### config.mk
export PLATFORM = sky130hd
export DESIGN_NAME = tpu_top
export DESIGN_NICKNAME = d
export VERILOG_FILES = /design/src/hw/tpu_pkg.sv /design/src/hw/mac_pe.sv /design/src/hw/systolic_array.sv /design/src/hw/operand_skewer.sv /design/src/hw/tile_controller.sv /design/src/hw/tpu_top.sv
export SDC_FILE = /design/constraint.sdc
export NUM_CORES = 2
export LEC_CHECK = 0
export ABC_CLOCK_PERIOD_IN_PS = 9480
export BUFFER_PORTS_ARGS = -buffer_cell sky130_fd_sc_hd__buf_2
export CORE_MARGIN = 5
export CORE_UTILIZATION = 60
export CTS_CLUSTER_SIZE = 20
export DETAILED_ROUTE_END_ITERATION = 16
export PLACE_DENSITY_LB_ADDON = 0.2
export SYNTH_ARGS = -nofsm -noshare
export SYNTH_HDL_FRONTEND = slang
export SYNTH_SLANG_ARGS = --single-unit
### constraint.sdc
create_clock -name clk -period 9.48 [get_ports clk]
set_input_delay 1.896 -clock clk [delete_from_list [all_inputs] [get_ports clk]]
set_output_delay 1.896 -clock clk [all_outputs]
set_load 0.1 [all_outputs]
### src/hw/tpu_pkg.sv
package tpu_pkg;

    // operand and accumulator widths
    localparam int ELEM_W = 8;
    localparam int ACC_W  = 32;

    // buffer addressing and job dimensions
    localparam int IDX_W = 16;
    localparam int DIM_W = 8;

    typedef logic [ELEM_W-1:0] elem_t;
    typedef logic [ACC_W-1:0]  acc_t;
    typedef logic [IDX_W-1:0]  idx_t;
    typedef logic [DIM_W-1:0]  dim_t;  // K, M, N or a tile count

    // tile loop: read covers fetch, skew and drain, output writes C rows
    typedef enum logic [1:0] {
        st_idle,
        st_read,
        st_output,
        st_finish
    } tpu_state_e;

endpackage

### src/hw/mac_pe.sv
`timescale 1ns/1ps

module mac_pe import tpu_pkg::*; (
    input  logic  clk,
    input  logic  rst_n,
    input  logic  acc_clear,
    input  logic  acc_en,
    input  elem_t west,
    input  elem_t north,
    output elem_t east,
    output elem_t south,
    output acc_t  psum
);

    logic [2*ELEM_W-1:0] prod;

    assign prod = west * north;  // unsigned, never overflows 16 bits

    // accumulator wraps at 32 bits
    always_ff @(posedge clk or negedge rst_n) begin
        if (!rst_n) begin
            psum <= '0;
        end else if (acc_clear) begin
            psum <= '0;
        end else if (acc_en) begin
            psum <= psum + acc_t'(prod);
        end
    end

    // operands move one PE per cycle
    always_ff @(posedge clk or negedge rst_n) begin
        if (!rst_n) begin
            east  <= '0;
            south <= '0;
        end else begin
            east  <= west;
            south <= north;
        end
    end

endmodule

### src/hw/systolic_array.sv
`timescale 1ns/1ps

module systolic_array import tpu_pkg::*; #(
    parameter int array_dim = 4
) (
    input  logic                                         clk,
    input  logic                                         rst_n,
    input  logic                                         acc_clear,
    input  logic                                         acc_en,
    input  logic [array_dim*ELEM_W-1:0]                  west_lanes,
    input  logic [array_dim*ELEM_W-1:0]                  north_lanes,
    output wire  [array_dim-1:0][array_dim*ACC_W-1:0]    psum_rows
);

    // registered operand outputs of every PE
    elem_t east_w  [array_dim][array_dim];
    elem_t south_w [array_dim][array_dim];

    for (genvar r = 0; r < array_dim; r++) begin : g_row
        for (genvar c = 0; c < array_dim; c++) begin : g_col
            elem_t w_in;
            elem_t n_in;

            // west edge from the A skewer, lane 0 in the top byte
            if (c == 0) begin : g_w_edge
                assign w_in = west_lanes[(array_dim-1-r)*ELEM_W +: ELEM_W];
            end else begin : g_w_inner
                assign w_in = east_w[r][c-1];
            end

            // north edge from the B skewer
            if (r == 0) begin : g_n_edge
                assign n_in = north_lanes[(array_dim-1-c)*ELEM_W +: ELEM_W];
            end else begin : g_n_inner
                assign n_in = south_w[r-1][c];
            end

            mac_pe u_pe (
                .clk       (clk),
                .rst_n     (rst_n),
                .acc_clear (acc_clear),
                .acc_en    (acc_en),
                .west      (w_in),
                .north     (n_in),
                .east      (east_w[r][c]),
                .south     (south_w[r][c]),
                .psum      (psum_rows[r][(array_dim-1-c)*ACC_W +: ACC_W])  // column 0 on top
            );
        end
    end

endmodule

### src/hw/operand_skewer.sv
`timescale 1ns/1ps

module operand_skewer import tpu_pkg::*; #(
    parameter int array_dim = 4
) (
    input  logic                          clk,
    input  logic                          rst_n,
    input  tpu_state_e                    state,
    input  dim_t                          k_count,
    input  dim_t                          k,
    input  logic [array_dim*ELEM_W-1:0]   word,
    output logic [array_dim*ELEM_W-1:0]   lanes
);

    logic load_q;  // buffer word on the port belongs to the job

    // buffer answers one cycle after the fetch
    always_ff @(posedge clk or negedge rst_n) begin
        if (!rst_n) begin
            load_q <= 1'b0;
        end else begin
            load_q <= (state == st_read) && (k_count < k);
        end
    end

    for (genvar r = 0; r < array_dim; r++) begin : g_lane
        localparam int SR_W = (r + 1) * ELEM_W;

        logic [SR_W-1:0] sr;  // depth r+1 gives r cycles of skew
        elem_t           in_byte;

        assign in_byte = load_q ? word[(array_dim-1-r)*ELEM_W +: ELEM_W] : '0;

        always_ff @(posedge clk or negedge rst_n) begin
            if (!rst_n) begin
                sr <= '0;
            end else if (state == st_idle) begin
                sr <= '0;
            end else if (state == st_read) begin
                sr <= (sr << ELEM_W) | SR_W'(in_byte);  // zero fill once K is done
            end
        end

        assign lanes[(array_dim-1-r)*ELEM_W +: ELEM_W] = sr[SR_W-1 -: ELEM_W];
    end

    // a tile never starts with stale operands in the pipe
    a_lanes_clear : assert property (@(posedge clk) disable iff (!rst_n)
        (state == st_read && k_count == '0) |-> lanes == '0);

endmodule

### src/hw/tile_controller.sv
`timescale 1ns/1ps

module tile_controller import tpu_pkg::*; #(
    parameter int array_dim = 4
) (
    input  logic                                       clk,
    input  logic                                       rst_n,
    input  logic                                       start,
    input  dim_t                                       k,
    input  dim_t                                       m,
    input  dim_t                                       n,
    output tpu_state_e                                 state,
    output dim_t                                       k_count,
    output logic                                       acc_clear,
    output logic                                       acc_en,
    output logic                                       done,
    input  logic [array_dim-1:0][array_dim*ACC_W-1:0]  psum_rows,
    output idx_t                                       a_index,
    output idx_t                                       b_index,
    output idx_t                                       c_index,
    output logic                                       c_wr_en,
    output logic [array_dim*ACC_W-1:0]                 c_data_in
);

    localparam int ROW_W = $clog2(array_dim);
    localparam int DRAIN = 3 * array_dim;  // fetch latency, skew and drain

    tpu_state_e state_nxt;
    idx_t       read_cnt;   // cycles since the tile began
    idx_t       read_last;
    idx_t       a_base;     // ti * K
    idx_t       b_base;     // tj * K
    dim_t       row_tiles;
    dim_t       col_tiles;
    dim_t       ti;
    dim_t       tj;
    dim_t       out_row;
    dim_t       rows_last;
    dim_t       rows_this;
    logic       fetch;
    logic       last_i;
    logic       last_j;
    logic       last_row;

    // tile counts, rounded up
    assign row_tiles = dim_t'((int'(m) + array_dim - 1) / array_dim);
    assign col_tiles = dim_t'((int'(n) + array_dim - 1) / array_dim);
    assign rows_last = dim_t'(int'(m) % array_dim);

    assign last_i    = int'(ti) + 1 >= int'(row_tiles);
    assign last_j    = int'(tj) + 1 >= int'(col_tiles);
    assign rows_this = (last_i && rows_last != '0) ? rows_last : dim_t'(array_dim);
    assign last_row  = out_row == rows_this - dim_t'(1);

    assign read_last = idx_t'(k) + idx_t'(DRAIN - 1);

    // saturates so a long drain never looks like a fetch cycle
    assign k_count = (read_cnt[IDX_W-1:DIM_W] != '0) ? '1 : read_cnt[DIM_W-1:0];

    assign fetch   = (state == st_read) && (k_count < k);
    assign a_index = fetch ? a_base + idx_t'(k_count) : a_base;
    assign b_index = fetch ? b_base + idx_t'(k_count) : b_base;

    assign acc_clear = (state == st_read) && (read_cnt == '0);
    assign acc_en    = state == st_read;
    assign done      = state == st_finish;

    // one C row per output cycle
    assign c_wr_en   = state == st_output;
    assign c_data_in = psum_rows[out_row[ROW_W-1:0]];

    always_comb begin
        state_nxt = state;
        case (state)
            st_idle: begin
                if (start) begin
                    state_nxt = st_read;
                end
            end
            st_read: begin
                if (read_cnt == read_last) begin
                    state_nxt = st_output;
                end
            end
            st_output: begin
                if (last_row) begin
                    state_nxt = (last_i && last_j) ? st_finish : st_read;
                end
            end
            st_finish: state_nxt = st_idle;
            default:   state_nxt = st_idle;
        endcase
    end

    always_ff @(posedge clk or negedge rst_n) begin
        if (!rst_n) begin
            state <= st_idle;
        end else begin
            state <= state_nxt;
        end
    end

    // read cycle and output row counters
    always_ff @(posedge clk or negedge rst_n) begin
        if (!rst_n) begin
            read_cnt <= '0;
            out_row  <= '0;
        end else begin
            read_cnt <= (state == st_read) ? read_cnt + idx_t'(1) : '0;
            out_row  <= (state == st_output) ? out_row + dim_t'(1) : '0;
        end
    end

    // tile loop with i inner and j outer
    always_ff @(posedge clk or negedge rst_n) begin
        if (!rst_n) begin
            ti     <= '0;
            tj     <= '0;
            a_base <= '0;
            b_base <= '0;
        end else if (state == st_idle) begin
            ti     <= '0;
            tj     <= '0;
            a_base <= '0;
            b_base <= '0;
        end else if (state == st_output && last_row) begin
            if (last_i) begin
                ti     <= '0;
                a_base <= '0;
                tj     <= tj + dim_t'(1);
                b_base <= b_base + idx_t'(k);
            end else begin
                ti     <= ti + dim_t'(1);
                a_base <= a_base + idx_t'(k);
            end
        end
    end

    // C rows land at consecutive indices per job
    always_ff @(posedge clk or negedge rst_n) begin
        if (!rst_n) begin
            c_index <= '0;
        end else if (state == st_idle) begin
            c_index <= '0;
        end else if (c_wr_en) begin
            c_index <= c_index + idx_t'(1);
        end
    end

    // short last row tile never writes past M
    a_wr_in_output : assert property (@(posedge clk) disable iff (!rst_n)
        c_wr_en |-> out_row < rows_this);

    // every column tile holds M rows, every full row tile array_dim rows
    a_c_index_step : assert property (@(posedge clk) disable iff (!rst_n)
        c_wr_en |-> int'(c_index) ==
            int'(tj) * int'(m) + int'(ti) * array_dim + int'(out_row));

endmodule

### src/hw/tpu_top.sv
`timescale 1ns/1ps

module tpu_top import tpu_pkg::*; #(
    parameter int array_dim = 4
) (
    input  logic                          clk,
    input  logic                          rst_n,
    input  logic                          in_valid,
    input  dim_t                          k,
    input  dim_t                          m,
    input  dim_t                          n,
    output logic                          busy,
    output idx_t                          a_index,
    output idx_t                          b_index,
    input  logic [array_dim*ELEM_W-1:0]   a_data_out,
    input  logic [array_dim*ELEM_W-1:0]   b_data_out,
    output logic                          c_wr_en,
    output idx_t                          c_index,
    output logic [array_dim*ACC_W-1:0]    c_data_in
);

    logic                                      start;
    dim_t                                      k_r;
    dim_t                                      m_r;
    dim_t                                      n_r;
    tpu_state_e                                state;
    dim_t                                      k_count;
    logic                                      acc_clear;
    logic                                      acc_en;
    logic                                      done;
    logic [array_dim*ELEM_W-1:0]               west_lanes;
    logic [array_dim*ELEM_W-1:0]               north_lanes;
    logic [array_dim-1:0][array_dim*ACC_W-1:0] psum_rows;

    // ignored while busy or with an empty K
    assign start = in_valid && !busy && (k != '0);

    always_ff @(posedge clk) begin
        if (start) begin
            k_r <= k;
            m_r <= m;
            n_r <= n;
        end
    end

    always_ff @(posedge clk or negedge rst_n) begin
        if (!rst_n) begin
            busy <= 1'b0;
        end else if (start) begin
            busy <= 1'b1;
        end else if (done) begin
            busy <= 1'b0;  // drops on the edge after finish
        end
    end

    tile_controller #(.array_dim(array_dim)) u_ctrl (
        .clk       (clk),
        .rst_n     (rst_n),
        .start     (start),
        .k         (k_r),
        .m         (m_r),
        .n         (n_r),
        .state     (state),
        .k_count   (k_count),
        .acc_clear (acc_clear),
        .acc_en    (acc_en),
        .done      (done),
        .psum_rows (psum_rows),
        .a_index   (a_index),
        .b_index   (b_index),
        .c_index   (c_index),
        .c_wr_en   (c_wr_en),
        .c_data_in (c_data_in)
    );

    // rows of A enter from the west
    operand_skewer #(.array_dim(array_dim)) a_skew (
        .clk     (clk),
        .rst_n   (rst_n),
        .state   (state),
        .k_count (k_count),
        .k       (k_r),
        .word    (a_data_out),
        .lanes   (west_lanes)
    );

    // columns of B enter from the north
    operand_skewer #(.array_dim(array_dim)) b_skew (
        .clk     (clk),
        .rst_n   (rst_n),
        .state   (state),
        .k_count (k_count),
        .k       (k_r),
        .word    (b_data_out),
        .lanes   (north_lanes)
    );

    systolic_array #(.array_dim(array_dim)) u_array (
        .clk         (clk),
        .rst_n       (rst_n),
        .acc_clear   (acc_clear),
        .acc_en      (acc_en),
        .west_lanes  (west_lanes),
        .north_lanes (north_lanes),
        .psum_rows   (psum_rows)
    );

endmodule

==> key figures <==
Worst setup path
  • Crit path largest cell delay: 0.55 ns
  • CP Launch Point: u_ctrl.read_cnt[13]
  • Worst r2r dst: u_array.g_row[0].g_col[1].u_pe.psum[31]
  • R2R depth: 17
  • Arrival @ worst endpoint: 5.49 ns
  • FF-to-FF setup slack: 3.47 ns
  • CP max stage cell: or4_1
  • CP bufs+invs: 2
  • Worst setup path end: a_index[15]
  • Cell count along the critical path: 15
  • Worst path required time: 7.58 ns
  • Worst setup EP type: output port
  • R2r startpoint: b_skew.g_lane[1].sr[10]
  • CP startpoint kind: register
  • Cell-by-cell trace of the critical path: or4_1, or2_1, nor2_2, nand2_1, ha_1, or3b_2, nor4_1, o21bai_1, a21oi_1, o21ai_2, buf_4, a211oi_2, nand4_1, xnor2_1, buf_2
  • Crit path max-delay family: simple AND/OR/NAND/NOR gates
  • WS Path Type: register to output port
  • Critical-path maximum fanout: 24

STA
  • Slew margin rel.: 0.09761
  • Worst Skew: 0.05135 ns
  • Final hold vios: 0
  • Max Freq: 0.1354 GHz
  • RSZ-0062 raised after global routing: no
  • Setup TNS: 0 ns
  • Worst Tran Pin Value: 1.354 ns
  • Min cycle time layout: 7.388 ns
  • Final setup vio count: 0
  • Period utilisation layout: 0.7793
  • Slew Viols, Final: 0

Global routing
  • Grt total ovfl: 0
  • Initial antenna violation count: 3
  • Pin count of the biggest net entering global routing: 217
  • Vias in the first global route: 66.22k
  • Gr usage total: 0.3015
  • First-pass GRT wire length: 361600 um

Route
  • Initial DRC count: 4102
  • Post-route DRC violation count: 0
  • Vias: 63.74k
  • Pre-Repair DR Iteration Count: 6
  • Post-route ant nets: 0
  • Detailed Route WL: 224200 um
  • Vias per Instance: 5.827
  • WL per Instance: 20.50 um

Place
  • Post-DP HPWL: 169600 um
  • Dpl cell area: 0.08819 sq mm
  • Input/output buffers: 268
  • RD Place Congestion: 0.9514

Synth
  • Syn avg cell area: 9.663 sq um
  • Distinct cells, synth: 88
  • Cell count after synthesis: 8810
  • Sequential fraction of the synthesis area: 0.2895
  • Post-synth EDFFs: 24
  • Yosys warnings: 0
  • Async S/R FF share, synth: 0.9755
  • Post-synth top flop: dfrtp_1
  • Synth Register Bits: 980
  • Post-Syn Nets: 10.42k
  • Mapped cell area: 0.08513 sq mm

Floorplan
  • Die area: 0.1495 sq mm
  • Ports: 269
  • Row Count: 138
  • Die height: 386.7 um
  • Core area: 0.1412 sq mm
  • Initial Util: 0.6027
  • Die width: 386.7 um

Min path
  • Hold Crit Class: register to register
  • Hold Path Depth: 1

Pwr
  • Lkg Pwr: 0.04659 uW
  • Pwr/cell area: 174.5 mW/mm^2
  • Max VDD drop: 0.0003004 V

Clock tree
  • CTS H-tree lvls: 3
  • Post-CTS setup buffer count: 0
  • Maximum clock insertion buffer count: 3
  • Worst-skew pair later-pin latency: 0.76 ns
  • Num CTS Buffers: 111
  • CTS sink count: 980
  • Post_cts resized: 0
  • Clock root cell: clkbuf_16
  • Clk pin slew, worst setup/hold paths: 0.06 ns
  • CTS Hold Buffers Added: 0
  • CTS tree: built

Status
  • Outcome: finished clean

Final layout
  • Layout cells sized above 1: 0.07616
  • Fin area: 0.09216 sq mm
  • Area grow syn2layout: 8.263%
  • Final nets: 10.56k

Job
  • Max-cap violations: 0
kinds of logic (layout without fill, tap and decap cells):
kind of cell / count (synthesis) / count (layout) / synth area share
XOR/XNOR: 411 / 411 / 0.04229
AND/OR/NAND/NOR: 2553 / 2553 / 0.1511
multiplexers: 146 / 146 / 0.03619
buffers and inverters: 1866 / 2103 / 0.08289
adder cells (fa/ha/maj): 1521 / 1521 / 0.2945
flip-flops: 980 / 980 / 0.2895
AO/OA/AOI/OAI: 1333 / 1333 / 0.1036
other: 0 / 1 / 0
layout by cell type (no fill, tap or decap), types with 24 or more instances in the layout:
master and count:
clkinv_2 24, nor3b_1 24, ha_1 717, xor2_1 213, dfrtp_1 953, o22ai_1 36, nor3_1 89, nand4_1 50
o21ai_1 28, edfxtp_1 24, nand3_1 234, nand2_1 811, o21bai_1 30, o211ai_1 28, a21oi_1 241, or3_1 72
and2_1 669, mux4_2 128, a21o_1 90, o31ai_1 38, nor2_1 336, nand2b_1 48, a31oi_1 33, buf_4 30
inv_1 1587, and3_1 84, a211oi_1 48, o21ai_0 372, o21a_1 43, fa_1 804, buf_2 267, xnor2_1 198
nor2b_1 36, clkbuf_16 113, a22o_1 189
Yosys cell counts (all sizes together) (43+ instances only):
master,number,area [sq um]
fa,804,16100
or3,72,450.4
ha,717,8971
dfrtp,956,23920
nor2,339,1285
o21ai,403,2024
buf,85,371.6
mux4,128,2883
a211oi,49,372.9
and3,84,525.5
clkbuf,192,720.7
inv,1588,5961
and2,672,4204
a21o,90,675.7
nand4,51,325.3
a21oi,242,1211
a22o,189,1655
xnor2,198,1734
xor2,213,1866
nor3,89,445.4
nand2,813,3054
o21a,43,322.8
nand2b,49,306.5
nand3,234,1171
per-layer routing:
layer | global-route usage | vias up | wire, um
li1 | - | 29030 | -
met1 | 0.3795 | 32380 | 88790
met2 | 0.5113 | 1783 | 109900
met3 | 0.04459 | 543 | 11860
met4 | 0.1513 | 0 | 13690
met5 | 0 | - | 0
metrics by stage:
step | total power (uW) | std cells | util | setup WS, ns | hold slack [ns]
final | 16080 | 10940 | 0.6525 | 2.092 | 0.4934
after global placement | 11300 | 10730 | 0.6244 | 3.046 | 0.4752
after detailed placement | 11420 | 10730 | 0.6244 | 3.004 | 0.4805
after floorplan | 9421 | 8810 | - | 2.312 | 0.3519
after CTS | 16170 | 10940 | 0.6525 | 2.132 | 0.4958
after global routing | 16960 | 10940 | 0.6525 | 1.803 | 0.5095
flip-flops by register name, summed over array words and instances (netlist names):
signal	cells
u_ctrl.a_base	16
u_ctrl.read_cnt	16
k_r	8
b_skew.load_q	1
u_ctrl.tj	8
busy	1
u_ctrl.b_base	16
u_ctrl.out_row	8
u_array.g_row.g_col.u_pe.south	96
u_array.g_row.g_col.u_pe.psum	512
u_ctrl.ti	8
n_r	8
u_array.g_row.g_col.u_pe.east	96
b_skew.g_lane.sr	80
a_skew.g_lane.sr	80
u_ctrl.c_index	16
u_ctrl.state	2
m_r	8
worst reg2reg max path, delay by kind of cell (launching register included):
family / cells / cell delay [ns]
AOI/OAI and AO/OA: 7 / 2.61
adders and majority gates: 5 / 2.35
buffers and inverters: 4 / 0.20
DFF: 1 / 0.50
and+or+nand+nor: 1 / 0.24
layout make-up:
cell class / instances / area [sq um]
Antenna cell: 1 / 2.502
Multi-Input combinational cell: 5964 / 53470
Sequential cell: 980 / 24650
Tap cell: 1890 / 2365
Timing Repair Buffer: 306 / 1737
Clock inverter: 61 / 837.1
Fill cell: 11460 / 49080
Clock buffer: 147 / 3136
Inverter: 1589 / 5964
report_power, final:
part	switching (uW)	internal, uW	total (uW)
Combinational	3950	1550	5500
Sequential	1120	4780	5900
Clock	1930	2750	4690
worst min-delay path by stage:
stage | start | end | slack, ns
after global placement | a_skew.g_lane[2].sr[8] | a_skew.g_lane[2].sr[16] | 0.48
after detailed placement | a_skew.g_lane[3].sr[10] | a_skew.g_lane[3].sr[18] | 0.48
after floorplan | a_skew.g_lane[0].sr[5] | u_array.g_row[0].g_col[0].u_pe.east[5] | 0.35
final | a_skew.g_lane[3].sr[0] | a_skew.g_lane[3].sr[8] | 0.49
after CTS | a_skew.g_lane[2].sr[10] | a_skew.g_lane[2].sr[18] | 0.50
after global routing | b_skew.g_lane[3].sr[14] | b_skew.g_lane[3].sr[22] | 0.51
(Power assumes the default switching activity.)
